<file path="config.mk">
export PLATFORM = sky130hd
export DESIGN_NAME = processor
export DESIGN_NICKNAME = d
export VERILOG_FILES = /design/src/proc_pkg.sv /design/src/processor.sv /design/src/execute_stage.sv /design/src/hazard_unit.sv /design/src/forwarding_unit.sv /design/src/alu.sv /design/src/instr_decoder.sv
export SDC_FILE = /design/constraint.sdc
export NUM_CORES = 1
export LEC_CHECK = 0
export ABC_CLOCK_PERIOD_IN_PS = 13800
export BUFFER_PORTS_ARGS = -buffer_cell sky130_fd_sc_hd__buf_2
export CORE_ASPECT_RATIO = 0.6
export CORE_MARGIN = 1.5
export CORE_UTILIZATION = 40
export DETAILED_ROUTE_END_ITERATION = 10
export PLACE_DENSITY_LB_ADDON = 0.08
export SLEW_MARGIN = 20
export SYNTH_ARGS = -nofsm -noshare
export SYNTH_HDL_FRONTEND = slang
export SYNTH_SLANG_ARGS = --single-unit
</file>
<file path="constraint.sdc">
create_clock -name clock -period 13.8 [get_ports clock]
set_input_delay 2.07 -clock clock [delete_from_list [all_inputs] [get_ports clock]]
set_output_delay 2.07 -clock clock [all_outputs]
set_load 0.01 [all_outputs]
</file>
<file path="src/proc_pkg.sv">
// Processor core package
package proc_pkg;

    localparam int WORD_W = 32;
    localparam int REG_W  = 5;
    localparam int CODE_W = 5;  // Opcode, ALU-op and shift fields

    typedef logic [WORD_W-1:0] word_t;      // Data word, PC and instruction
    typedef logic [REG_W-1:0]  reg_addr_t;
    typedef logic [CODE_W-1:0] opcode_t;
    typedef logic [CODE_W-1:0] alu_op_t;
    typedef logic [CODE_W-1:0] shamt_t;

    // Opcodes
    localparam opcode_t OP_RTYPE = 5'd0;
    localparam opcode_t OP_J     = 5'd1;
    localparam opcode_t OP_BNE   = 5'd2;
    localparam opcode_t OP_JAL   = 5'd3;
    localparam opcode_t OP_ADDI  = 5'd5;
    localparam opcode_t OP_BLT   = 5'd6;
    localparam opcode_t OP_SW    = 5'd7;
    localparam opcode_t OP_LW    = 5'd8;

    // ALU operations, also the R-type function field
    localparam alu_op_t ALU_ADD = 5'd0;
    localparam alu_op_t ALU_SUB = 5'd1;
    localparam alu_op_t ALU_AND = 5'd2;
    localparam alu_op_t ALU_OR  = 5'd3;
    localparam alu_op_t ALU_SLL = 5'd4;
    localparam alu_op_t ALU_SRA = 5'd5;

    localparam reg_addr_t REG_STATUS = 5'd30;  // Overflow status lands here
    localparam reg_addr_t REG_LINK   = 5'd31;  // jal return address

    // Status codes written on overflow
    localparam word_t STATUS_ADD  = 32'd1;
    localparam word_t STATUS_ADDI = 32'd2;
    localparam word_t STATUS_SUB  = 32'd3;

    // All-zero word decodes as add $0, $0, $0 and writes nothing
    localparam word_t NOP_WORD = '0;

endpackage
</file>
<file path="src/processor.sv">
// Five-stage pipelined core
`timescale 1ns/100ps

module processor import proc_pkg::*; (
    input  logic      clock,
    input  logic      reset,
    output word_t     address_imem,
    input  word_t     q_imem,
    output word_t     address_dmem,
    output word_t     data,
    output logic      wren,
    input  word_t     q_dmem,
    output logic      ctrl_write_enable,
    output reg_addr_t ctrl_write_reg,
    output reg_addr_t ctrl_read_reg_a,
    output reg_addr_t ctrl_read_reg_b,
    output word_t     data_write_reg,
    input  word_t     data_read_reg_a,
    input  word_t     data_read_reg_b
);

    word_t pc, pc_plus_1, next_pc, jump_target;
    word_t fd_pc, fd_instr;
    word_t dx_pc, dx_instr, dx_a, dx_b;
    word_t xm_instr, xm_result, xm_store;
    word_t mw_instr, mw_result, mw_mem;
    logic  xm_overflow, mw_overflow;

    logic stall, flush_fd, flush_dx, take_branch;
    logic sel_a_mem, sel_a_wb, sel_b_mem, sel_b_wb;
    logic sel_da_wb, sel_db_wb, sel_store_wb;

    logic      f_is_j, f_is_jal;
    reg_addr_t d_read_a, d_read_b;
    logic      d_reads_b;
    reg_addr_t x_read_a, x_read_b, x_write_reg, x_final_write_reg;
    alu_op_t   x_alu_op;
    shamt_t    x_shamt;
    logic      x_use_imm, x_is_rtype, x_is_addi, x_is_lw, x_is_bne, x_is_blt, x_is_jal;
    logic      x_overflow;
    word_t     x_result, x_store_data, branch_target;
    reg_addr_t m_write_raw, m_write_reg, m_store_src;
    logic      m_reg_write, m_is_sw;
    reg_addr_t w_write_raw, w_write_reg;
    logic      w_reg_write, w_is_lw;

    // Fetch: jumps resolve here, taken branches override from execute
    assign address_imem = pc;
    assign pc_plus_1    = pc + 1;
    assign jump_target  = {{(WORD_W-27){1'b0}}, q_imem[26:0]};
    assign next_pc = take_branch         ? branch_target :
                     (f_is_j | f_is_jal) ? jump_target   : pc_plus_1;

    instr_decoder f_dec (
        .instr(q_imem), .read_reg_a(), .read_reg_b(), .write_reg(), .alu_op(), .shamt(),
        .is_rtype(), .is_addi(), .is_lw(), .is_sw(), .is_bne(), .is_blt(),
        .is_j(f_is_j), .is_jal(f_is_jal), .reg_write(), .use_imm(), .reads_b()
    );

    always_ff @(posedge clock) begin
        if (reset) begin
            pc <= '0;
        end else if (!stall) begin
            pc <= next_pc;
        end
    end

    always_ff @(posedge clock) begin
        if (reset || flush_fd) begin
            fd_pc    <= '0;
            fd_instr <= NOP_WORD;
        end else if (!stall) begin
            fd_pc    <= pc_plus_1;
            fd_instr <= q_imem;
        end
    end

    // Decode
    instr_decoder d_dec (
        .instr(fd_instr), .read_reg_a(d_read_a), .read_reg_b(d_read_b), .write_reg(),
        .alu_op(), .shamt(), .is_rtype(), .is_addi(), .is_lw(), .is_sw(), .is_bne(),
        .is_blt(), .is_j(), .is_jal(), .reg_write(), .use_imm(), .reads_b(d_reads_b)
    );

    assign ctrl_read_reg_a = d_read_a;
    assign ctrl_read_reg_b = d_read_b;

    always_ff @(posedge clock) begin
        if (reset || flush_dx) begin
            dx_pc    <= '0;
            dx_instr <= NOP_WORD;
            dx_a     <= '0;
            dx_b     <= '0;
        end else begin
            dx_pc    <= fd_pc;
            dx_instr <= fd_instr;
            dx_a     <= sel_da_wb ? data_write_reg : data_read_reg_a;
            dx_b     <= sel_db_wb ? data_write_reg : data_read_reg_b;
        end
    end

    // Execute
    instr_decoder x_dec (
        .instr(dx_instr), .read_reg_a(x_read_a), .read_reg_b(x_read_b),
        .write_reg(x_write_reg), .alu_op(x_alu_op), .shamt(x_shamt),
        .is_rtype(x_is_rtype), .is_addi(x_is_addi), .is_lw(x_is_lw), .is_sw(),
        .is_bne(x_is_bne), .is_blt(x_is_blt), .is_j(), .is_jal(x_is_jal),
        .reg_write(), .use_imm(x_use_imm), .reads_b()
    );

    execute_stage u_execute (
        .dx_pc(dx_pc), .dx_instr(dx_instr), .dx_a(dx_a), .dx_b(dx_b),
        .m_result(xm_result), .w_data(data_write_reg),
        .alu_op(x_alu_op), .shamt(x_shamt), .use_imm(x_use_imm), .is_rtype(x_is_rtype),
        .is_addi(x_is_addi), .is_bne(x_is_bne), .is_blt(x_is_blt), .is_jal(x_is_jal),
        .write_reg(x_write_reg),
        .sel_a_mem(sel_a_mem), .sel_a_wb(sel_a_wb), .sel_b_mem(sel_b_mem), .sel_b_wb(sel_b_wb),
        .result(x_result), .store_data(x_store_data), .final_write_reg(x_final_write_reg),
        .overflow(x_overflow), .take_branch(take_branch), .branch_target(branch_target)
    );

    hazard_unit u_hazard (
        .x_is_lw(x_is_lw), .x_write_reg(x_final_write_reg),
        .d_read_a(d_read_a), .d_read_b(d_read_b), .d_reads_b(d_reads_b),
        .take_branch(take_branch),
        .stall(stall), .flush_fd(flush_fd), .flush_dx(flush_dx)
    );

    always_ff @(posedge clock) begin
        if (reset) begin
            xm_instr    <= NOP_WORD;
            xm_result   <= '0;
            xm_store    <= '0;
            xm_overflow <= 1'b0;
        end else begin
            xm_instr    <= dx_instr;
            xm_result   <= x_result;
            xm_store    <= x_store_data;
            xm_overflow <= x_overflow;
        end
    end

    // Memory
    instr_decoder m_dec (
        .instr(xm_instr), .read_reg_a(), .read_reg_b(m_store_src), .write_reg(m_write_raw),
        .alu_op(), .shamt(), .is_rtype(), .is_addi(), .is_lw(), .is_sw(m_is_sw), .is_bne(),
        .is_blt(), .is_j(), .is_jal(), .reg_write(m_reg_write), .use_imm(), .reads_b()
    );

    assign m_write_reg  = xm_overflow ? REG_STATUS : m_write_raw;
    assign address_dmem = xm_result;
    assign data         = sel_store_wb ? data_write_reg : xm_store;
    assign wren         = m_is_sw;

    always_ff @(posedge clock) begin
        if (reset) begin
            mw_instr    <= NOP_WORD;
            mw_result   <= '0;
            mw_mem      <= '0;
            mw_overflow <= 1'b0;
        end else begin
            mw_instr    <= xm_instr;
            mw_result   <= xm_result;
            mw_mem      <= q_dmem;
            mw_overflow <= xm_overflow;
        end
    end

    // Writeback
    instr_decoder w_dec (
        .instr(mw_instr), .read_reg_a(), .read_reg_b(), .write_reg(w_write_raw),
        .alu_op(), .shamt(), .is_rtype(), .is_addi(), .is_lw(w_is_lw), .is_sw(), .is_bne(),
        .is_blt(), .is_j(), .is_jal(), .reg_write(w_reg_write), .use_imm(), .reads_b()
    );

    assign w_write_reg       = mw_overflow ? REG_STATUS : w_write_raw;
    assign ctrl_write_enable = w_reg_write;
    assign ctrl_write_reg    = w_write_reg;
    assign data_write_reg    = w_is_lw ? mw_mem : mw_result;

    forwarding_unit u_forward (
        .x_read_a(x_read_a), .x_read_b(x_read_b), .d_read_a(d_read_a), .d_read_b(d_read_b),
        .m_write_reg(m_write_reg), .w_write_reg(w_write_reg), .m_store_src(m_store_src),
        .m_reg_write(m_reg_write), .w_reg_write(w_reg_write),
        .sel_a_mem(sel_a_mem), .sel_a_wb(sel_a_wb), .sel_b_mem(sel_b_mem), .sel_b_wb(sel_b_wb),
        .sel_da_wb(sel_da_wb), .sel_db_wb(sel_db_wb), .sel_store_wb(sel_store_wb)
    );

endmodule

</file>
<file path="src/execute_stage.sv">
// Execute stage datapath
`timescale 1ns/100ps

module execute_stage import proc_pkg::*; (
    input  word_t     dx_pc,      // PC+1 of the instruction
    input  word_t     dx_instr,
    input  word_t     dx_a,
    input  word_t     dx_b,
    input  word_t     m_result,
    input  word_t     w_data,
    input  alu_op_t   alu_op,
    input  shamt_t    shamt,
    input  logic      use_imm,
    input  logic      is_rtype,
    input  logic      is_addi,
    input  logic      is_bne,
    input  logic      is_blt,
    input  logic      is_jal,
    input  reg_addr_t write_reg,
    input  logic      sel_a_mem,
    input  logic      sel_a_wb,
    input  logic      sel_b_mem,
    input  logic      sel_b_wb,
    output word_t     result,
    output word_t     store_data,
    output reg_addr_t final_write_reg,
    output logic      overflow,
    output logic      take_branch,
    output word_t     branch_target
);

    word_t imm;
    word_t op_a;
    word_t op_b_reg;
    word_t op_b;
    word_t alu_result;
    word_t status_code;
    logic  alu_not_equal;
    logic  alu_less_than;
    logic  alu_overflow;
    logic  is_add;
    logic  is_sub;

    assign imm = {{(WORD_W-17){dx_instr[16]}}, dx_instr[16:0]};

    // Forwarded operands
    assign op_a = sel_a_mem ? m_result :
                  sel_a_wb  ? w_data   : dx_a;
    assign op_b_reg = sel_b_mem ? m_result :
                      sel_b_wb  ? w_data   : dx_b;
    assign op_b       = use_imm ? imm : op_b_reg;
    assign store_data = op_b_reg;   // rd value for sw

    alu u_alu (
        .operand_a (op_a),
        .operand_b (op_b),
        .op        (alu_op),
        .shamt     (shamt),
        .result    (alu_result),
        .not_equal (alu_not_equal),
        .less_than (alu_less_than),
        .overflow  (alu_overflow)
    );

    // Only arithmetic instructions report overflow, not address or compare math
    assign is_add   = is_rtype && (alu_op == ALU_ADD);
    assign is_sub   = is_rtype && (alu_op == ALU_SUB);
    assign overflow = alu_overflow && (is_add || is_addi || is_sub);

    assign status_code = is_sub  ? STATUS_SUB  :
                         is_addi ? STATUS_ADDI : STATUS_ADD;

    assign result = is_jal   ? dx_pc       :
                    overflow ? status_code : alu_result;
    assign final_write_reg = overflow ? REG_STATUS : write_reg;

    // blt is taken when rd < rs, i.e. A > B
    assign take_branch = (is_bne && alu_not_equal) ||
                         (is_blt && alu_not_equal && !alu_less_than);
    assign branch_target = dx_pc + imm;

endmodule

</file>
<file path="src/hazard_unit.sv">
// Stall and flush control
`timescale 1ns/100ps

module hazard_unit import proc_pkg::*; (
    input  logic      x_is_lw,
    input  reg_addr_t x_write_reg,
    input  reg_addr_t d_read_a,
    input  reg_addr_t d_read_b,
    input  logic      d_reads_b,
    input  logic      take_branch,
    output logic      stall,      // Holds PC and F/D
    output logic      flush_fd,
    output logic      flush_dx
);

    logic load_target_live;
    logic a_depends;
    logic b_depends;

    assign load_target_live = x_is_lw && (x_write_reg != '0);
    assign a_depends        = (d_read_a == x_write_reg);
    assign b_depends        = d_reads_b && (d_read_b == x_write_reg);

    // Loaded word is only ready once the lw reaches writeback
    assign stall = load_target_live && (a_depends || b_depends);

    // Taken branch kills the two younger instructions
    assign flush_fd = take_branch;
    assign flush_dx = take_branch || stall;  // Bubble behind a stalled decode

endmodule

</file>
<file path="src/forwarding_unit.sv">
// Operand forwarding selects
`timescale 1ns/100ps

module forwarding_unit import proc_pkg::*; (
    input  reg_addr_t x_read_a,
    input  reg_addr_t x_read_b,
    input  reg_addr_t d_read_a,
    input  reg_addr_t d_read_b,
    input  reg_addr_t m_write_reg,  // Already redirected to $30 on overflow
    input  reg_addr_t w_write_reg,  // Same for writeback
    input  reg_addr_t m_store_src,
    input  logic      m_reg_write,
    input  logic      w_reg_write,
    output logic      sel_a_mem,
    output logic      sel_a_wb,
    output logic      sel_b_mem,
    output logic      sel_b_wb,
    output logic      sel_da_wb,
    output logic      sel_db_wb,
    output logic      sel_store_wb
);

    logic a_hits_mem, a_hits_wb;
    logic b_hits_mem, b_hits_wb;

    assign a_hits_mem = m_reg_write && (m_write_reg == x_read_a);
    assign a_hits_wb  = w_reg_write && (w_write_reg == x_read_a);
    assign b_hits_mem = m_reg_write && (m_write_reg == x_read_b);
    assign b_hits_wb  = w_reg_write && (w_write_reg == x_read_b);

    // The younger write in memory holds the newer value
    assign sel_a_mem = a_hits_mem;
    assign sel_a_wb  = a_hits_wb && !a_hits_mem;
    assign sel_b_mem = b_hits_mem;
    assign sel_b_wb  = b_hits_wb && !b_hits_mem;

    // Register file is read in the same cycle that writeback writes it
    assign sel_da_wb = w_reg_write && (w_write_reg == d_read_a);
    assign sel_db_wb = w_reg_write && (w_write_reg == d_read_b);

    // sw data produced by the instruction one ahead, e.g. a lw
    assign sel_store_wb = w_reg_write && (w_write_reg == m_store_src);

endmodule

</file>
<file path="src/alu.sv">
// Integer ALU
`timescale 1ns/100ps

module alu import proc_pkg::*; (
    input  word_t   operand_a,
    input  word_t   operand_b,
    input  alu_op_t op,
    input  shamt_t  shamt,
    output word_t   result,
    output logic    not_equal,
    output logic    less_than,
    output logic    overflow
);

    word_t sum;
    word_t diff;
    logic  add_ovf;
    logic  sub_ovf;

    assign sum  = operand_a + operand_b;
    assign diff = operand_a - operand_b;

    // Signed overflow: operand signs versus result sign
    assign add_ovf = (operand_a[WORD_W-1] == operand_b[WORD_W-1]) &&
                     (sum[WORD_W-1] != operand_a[WORD_W-1]);
    assign sub_ovf = (operand_a[WORD_W-1] != operand_b[WORD_W-1]) &&
                     (diff[WORD_W-1] != operand_a[WORD_W-1]);

    // Compare flags come from the subtractor
    assign not_equal = |diff;
    assign less_than = diff[WORD_W-1] ^ sub_ovf;  // Sign corrected for overflow

    always_comb begin
        case (op)
            ALU_ADD: result = sum;
            ALU_SUB: result = diff;
            ALU_AND: result = operand_a & operand_b;
            ALU_OR:  result = operand_a | operand_b;
            ALU_SLL: result = operand_a << shamt;
            ALU_SRA: result = word_t'($signed(operand_a) >>> shamt);
            default: result = '0;
        endcase
    end

    always_comb begin
        case (op)
            ALU_ADD: overflow = add_ovf;
            ALU_SUB: overflow = sub_ovf;
            default: overflow = 1'b0;   // Logic and shifts never overflow
        endcase
    end

endmodule

</file>
<file path="src/instr_decoder.sv">
// Instruction decoder
`timescale 1ns/100ps

module instr_decoder import proc_pkg::*; (
    input  word_t     instr,
    output reg_addr_t read_reg_a,
    output reg_addr_t read_reg_b,
    output reg_addr_t write_reg,
    output alu_op_t   alu_op,
    output shamt_t    shamt,
    output logic      is_rtype,
    output logic      is_addi,
    output logic      is_lw,
    output logic      is_sw,
    output logic      is_bne,
    output logic      is_blt,
    output logic      is_j,
    output logic      is_jal,
    output logic      reg_write,
    output logic      use_imm,
    output logic      reads_b
);

    opcode_t   opcode;
    reg_addr_t rd, rs, rt;
    logic      writes_result;
    logic      rd_as_b;

    assign opcode = instr[31:27];
    assign rd     = instr[26:22];
    assign rs     = instr[21:17];
    assign rt     = instr[16:12];
    assign shamt  = instr[11:7];

    assign is_rtype = (opcode == OP_RTYPE);
    assign is_addi  = (opcode == OP_ADDI);
    assign is_lw    = (opcode == OP_LW);
    assign is_sw    = (opcode == OP_SW);
    assign is_bne   = (opcode == OP_BNE);
    assign is_blt   = (opcode == OP_BLT);
    assign is_j     = (opcode == OP_J);
    assign is_jal   = (opcode == OP_JAL);

    // Stores and branches compare or store rd, so it goes on port B
    assign rd_as_b    = is_sw | is_bne | is_blt;
    assign read_reg_a = rs;
    assign read_reg_b = rd_as_b ? rd : rt;
    assign write_reg  = is_jal ? REG_LINK : rd;

    assign writes_result = is_rtype | is_addi | is_lw | is_jal;
    assign reg_write     = writes_result & (write_reg != '0);  // $0 is never written

    assign alu_op  = is_rtype ? instr[6:2] :
                     (is_bne | is_blt) ? ALU_SUB : ALU_ADD;
    assign use_imm = is_addi | is_lw | is_sw;

    // B feeds the ALU; sw data is picked up later by store forwarding
    assign reads_b = is_rtype | is_bne | is_blt;

endmodule

</file>
==> impl_results.md, run 1 <==
* Status: complete, no violations
* Post-synth cell types at approximately 100
* Hold Buf Count CTS at 0
* Largest net degree at the start of global routing at 90
* Vias at roughly 27000
* Final WL at between 100000 and 150000 um
* Post-CTS Setup Repair Bufs at 0
* Required @ worst endpoint at ~14 ns
* Die area at a little under 0.07 sq mm
* Leak at 13.11 nW
* Max_cap viols at 0
* Die width at between 300 and 400 um
* Crit path time final at ~12 ns
* DR pass1 iterations at 6
* Slew @ Worst Pin at 1.075 ns
* Post-placement cell area at ~0.029 sq mm
* Crit-path max cell delay at between 0.9 and 1 ns
* Hold WC Path Type: reg2reg
* Worst-Skew Late Latency at 0.60 ns
* CTS tree: built
* Setup TNS at 0 ns
* Yosys reg bits at approximately 380
* Initial antenna violation count at 9
* Setup CP Type: reg2reg
* DRC Markers at 0
* Cells after Synth at between 3000 and 4000
* Final Hold Viols at 0
* Worst hold path cell count at 1
* Vias/cell at a little over 6
* Critical path fanouts, max at 66
* Per-cell routed wire length at around 28 um
* Number of global-route vias before repair at ~25000
* Headroom to the max-slew limit at 0.2796
* Htree depth at 2
* Main synth FF type: dfxtp_1
* Startpoint types: register
* RSZ-0062 raised after global routing: no
* Clock buffer count from CTS at 40
* DRT iter0 DRCs at 3643
* Post-CTS sizing at 0
* First-pass GRT wire length at roughly 180000 um
* Yosys warning total at 0
* Synth top area share at 0.2808
* Post-Synthesis Net Count at 3557
* Mapped cell area at 0.02702 sq mm
* Reg2Reg Depth at 36
* Slowest CP cell: fa_1
* Area grow syn2layout at 12.69%
* Fmax achieved at 0.08019 GHz
* Most frequent cells in the layout: dfxtp_1 (377), nor2_1 (361), buf_2 (273), a21oi_1 (265), nand2_1 (239)
* Pwr/cell area at 133.6 mW/mm^2
* Antenna-violating nets left at 0
* Max-slew violation count at 0
* VDD IR-drop max at approximately 71 uV
* Rows at 73
* Arrival @ worst endpoint at around 13 ns
* Nets at approximately 3700
* HPWL after DPL at 94760 um
* Tot GR Track Use at 0.3439
* PortBufs at roughly 270
* Sink Count at 379
* Initial core utilization at 0.4063
* Worst setup EP type: register
* Final setup vio count at 0
* Core area at 0.06649 sq mm
* Area leader, netlist: dfxtp_1
* Remaining Overflow, GRT at 0
* Root Driver: clkbuf_16
* GPL Wtd Cong at 1.032
* Clock slew at reported path FFs at around 0.07 ns
* Final Cell Area at 0.03045 sq mm
* Synth top area cells: dfxtp_1 (28%), mux2i_1 (7.6%), ha_1 (5.9%)
* Die Span Y at 204.3 um
* Leading cell type in the layout, fill and taps excluded: dfxtp_1
* Mean post-synth cell area at between 8 and 9 sq um
* Final Skew at approximately 0.036 ns
* Sequential fraction of the synthesis area at 0.2808
* Share of layout cells above drive strength 1 at 0.1803
* Ys async rst share at 0
* Ports at 275
* Fill cell total of the finished layout at between 6000 and 7000
* Part of the cycle the worst path needs at 0.9036
* EDFF count, synth at 0
* Bufs on Longest Clock Path at 3
==> path summary, 6_finish.rpt <==
check	from	endpoint	slack (ns)
setup / recovery	mw_instr[28]$_SDFF_PP0_	dx_a[13]$_SDFF_PP0_	1.33
hold / removal	fd_pc[27]$_SDFFE_PP0N_	dx_pc[27]$_SDFF_PP0_	0.43
setup reg to reg	mw_instr[28]$_SDFF_PP0_	dx_a[13]$_SDFF_PP0_	1.33
hold reg to reg	fd_pc[27]$_SDFFE_PP0N_	dx_pc[27]$_SDFF_PP0_	0.43
==> synth_stat cells, types with 23 or more instances <==
master / instances
nor2b_1: 116
mux2i_1: 206
nor3_1: 64
and2_1: 76
xor2_1: 35
clkbuf_1: 159
ha_1: 127
o21ai_0: 159
nor2_1: 362
a211oi_1: 104
o211ai_1: 25
dfxtp_1: 379
nand2_1: 239
a21o_1: 41
a21oi_1: 266
nand3_1: 59
buf_4: 24
nand4_1: 26
mux2_2: 95
mux4_2: 36
a221oi_1: 29
xnor2_1: 87
inv_1: 130
o31ai_1: 23
==> cell families (layout without fill, tap and decap cells) <==
group / after synthesis / after routing / share of synthesized area
AO/OA/AOI/OAI: 883 / 883 / 0.2179
other: 0 / 1 / 0
flip-flops: 379 / 379 / 0.2808
multiplexers: 339 / 339 / 0.1479
buffers and inverters: 370 / 557 / 0.06062
AND/OR/NAND/NOR: 1072 / 1072 / 0.1915
XOR/XNOR: 122 / 122 / 0.03955
adder cells (fa/ha/maj): 131 / 131 / 0.06177
==> metrics by stage <==
step	hold slack, ns	cells	total power, mW	utilization	setup WS (ns)
after detailed placement	0.4379	4312	2.855	0.4374	1.723
final	0.4339	4384	4.069	0.4579	1.330
after CTS	0.4418	4383	4.016	0.4578	1.646
after global routing	0.4570	4383	4.225	0.4579	0.4651
after global placement	0.4363	4312	2.852	0.4374	1.943
after floorplan	0.4296	3296	2.235	-	4.817
==> state kept, by name, indices dropped and copies added, names as in the netlist <==
signal / cells
address_dmem: 32
address_imem: 32
dx_a: 32
dx_b: 32
dx_instr: 32
dx_pc: 32
fd_instr: 32
fd_pc: 32
mw_mem: 32
mw_result: 32
xm_store: 32
xm_instr: 15
mw_instr: 10
mw_overflow: 1
xm_overflow: 1
==> worst max-delay path, delay by kind of cell (launching register included) <==
kind,cells,cell delay (ns)
AO/OA/AOI/OAI,17,6.51
AND/OR/NAND/NOR,11,2.40
adder cells (fa/ha/maj),2,1.42
buffers and inverters,4,1.13
flip-flops,1,0.43
XOR/XNOR,1,0.23
multiplexers,1,0.14
==> per-layer routing <==
layer  track usage  up-vias  routed length, um
met5             0        -                 46
li1              -    12170                  -
met2        0.4393     1552              44960
met1        0.5260    13230              58870
met4       0.08873        6               3193
met3        0.1219      171              15740
==> layout make-up <==
type / instances / area [sq um] / area share
timing repair buffer: 349 / 1966 / 0.06456
inverter: 137 / 514.2 / 0.01689
multi-input combinational: 2547 / 17890 / 0.5877
clock inverter: 18 / 225.2 / 0.007397
clock buffer: 53 / 1130 / 0.03711
sequential: 379 / 7590 / 0.2493
antenna: 1 / 2.502 / 0.00008219
tap: 900 / 1126 / 0.03698
==> report_power, final <==
part           switching, mW  total (mW)  internal (mW)
registers             0.0887        1.27           1.18
logic                   1.09        1.64          0.553
clock network          0.502        1.16          0.655
total                   1.68        4.07           2.39
(Power assumes the default switching activity.)
==> inputs of run 2 (changes only) <==
Settings changed: ABC_CLOCK_PERIOD_IN_PS 13800 to 11500.
Clock period 13.8 ns to 11.5 ns, I/O delays scaled along.
==> run 2 against run 1 <==
  * Global-route usage fell by 0.48 points
  * Clock power rose by 14%
  * Utilization increased by 0.55 points
  * First-iteration DRC count down 5.5%
==> impl_results.md, run 2 (synthesis gave the netlist of run 1 again) <==
* Rows at 73
* Most frequent cells in the layout: dfxtp_1 (377), nor2_1 (361), buf_2 (273), a21oi_1 (265), nand2_1 (239)
* Tot GR Track Use at 0.3391
* Vias/cell at roughly 6.2
* Area grow syn2layout at 14.03%
* CP most frequent cell: buf_4
* Setup CP Type: reg2reg
* Final setup vio count at 0
* Number of global-route vias before repair at 25010
* Core area at 0.06649 sq mm
* Hold WC Path Type: reg2reg
* Worst setup EP type: register
* Die Span Y at 204.3 um
* Finished Layout Cells at about 4400
* Reg area at 0.007590 sq mm
* Per-cell routed wire length at 27.41 um
* Initial core utilization at 0.4063
* Diode count at 0
* Remaining Overflow, GRT at 0
* Htree depth at 2
* HPWL after DPL at 94230 um
* Pwr/cell area at roughly 160 mW/mm^2
* Headroom to the max-slew limit at 0.2414
* Post-placement cell area at a little under 0.03 sq mm
* Worst-Skew Late Latency at 0.60 ns
* Fmax achieved at 0.09480 GHz
* Largest net degree at the start of global routing at between 70 and 80
* Startpoint types: register
* Area of the multi-input gates at about 0.018 sq mm
* Sink Count at roughly 380
* Crit path time final at about 11 ns
* Vias at approximately 27000
* Antenna-violating nets left at 0
* Required @ worst endpoint at ~12 ns
* First-pass GRT wire length at ~170000 um
* DRT iter0 DRCs at around 3400
* Slew @ Worst Pin at ~1.1 ns
* Reg2Reg Depth at 38
* Setup TNS at 0 ns
* Post-CTS Setup Repair Bufs at 0
* Slowest CP cell: fa_1
* Leading cell type in the layout, fill and taps excluded: dfxtp_1
* Placed Cells at roughly 4400
* Max_cap viols at 0
* Clock buffer count from CTS at 40
* VDD IR-drop max at roughly 96 uV
* Fill cell total of the finished layout at 6700
* DR pass1 iterations at 7
* Status: complete, no violations
* Total Power at roughly 4.8 mW
* Leak at between 10 and 15 nW
* Die area at 0.06917 sq mm
* Hold_ws at ~0.43 ns
* Arrival @ worst endpoint at between 10 and 15 ns
* Part of the cycle the worst path needs at 0.9173
* Final Skew at about 0.040 ns
* Final WL at roughly 120000 um
* PortBufs at 274
* Clock slew at reported path FFs at 0.06 ns
* Hold Buf Count CTS at 0
* CTS tree: built
* Final Hold Viols at 0
* Final Cell Area at ~0.031 sq mm
* Die width at 338.5 um
* Max-slew violation count at 0
* GPL Wtd Cong at roughly 1.0
* Initial antenna violation count at 5
* Crit-path max cell delay at 0.83 ns
* Ports at 275
* Bufs on Longest Clock Path at 3
* Root Driver: clkbuf_16
* Critical path fanouts, max at 48
* DRC Markers at 0
* Nets at between 3000 and 4000
* RSZ-0062 raised after global routing: no
* Share of layout cells above drive strength 1 at 0.1885
* Post-CTS sizing at 0
* Worst hold path cell count at 1
run 2: critical path, delay by kind of cell (launching register included):
family / cells / cell delay (ns)
multiplexers: 1 / 0.16
buffers and inverters: 6 / 1.31
AND/OR/NAND/NOR: 11 / 2.16
adder cells (fa/ha/maj): 2 / 1.36
flip-flops: 1 / 0.44
AO/OA/AOI/OAI: 17 / 4.70
XOR/XNOR: 1 / 0.23
run 2: routing by layer:
layer,vias to the layer above,track usage,share of wire
met5,-,0,0.00056
met4,8,0.06486,0.019
met3,149,0.1267,0.13
met2,1557,0.4404,0.37
met1,13340,0.5173,0.48
li1,12240,-,-
run 2: path summary, 6_finish.rpt:
kind                             startpoint                       to  slack (ns)
setup / recovery    mw_instr[28]$_SDFF_PP0_      dx_b[13]$_SDFF_PP0_        0.95
hold / removal    fd_instr[11]$_SDFFE_PP0N_  dx_instr[11]$_SDFF_PP0_        0.43
setup reg to reg    mw_instr[28]$_SDFF_PP0_      dx_b[13]$_SDFF_PP0_        0.95
hold reg to reg   fd_instr[11]$_SDFFE_PP0N_  dx_instr[11]$_SDFF_PP0_        0.43
run 2: area by class of cell:
class	instances	share of cell area
clock buffers	59	0.03878
flip-flops and latches	379	0.2463
inverters	137	0.01669
well taps	900	0.03655
clock inverters	8	0.002802
repair buffers	397	0.07833
multi-input cells	2547	0.5805
run 2: power breakdown:
part	leakage, nW	switching (mW)	internal, mW	total [mW]
clock	0.633	0.574	0.743	1.32
sequential	3.11	0.103	1.42	1.52
combinational	9.60	1.31	0.699	2.01
total	13.3	1.99	2.86	4.85
run 2: per-stage QoR:
| stage | util | setup WS, ns |
|---|---|---|
| final | 0.4634 | 0.9515 |
| after global routing | 0.4634 | 0.3191 |
| after CTS | 0.4634 | 1.268 |
| after detailed placement | 0.4441 | 1.355 |
| after global placement | 0.4441 | 1.435 |
| after floorplan | - | 2.517 |
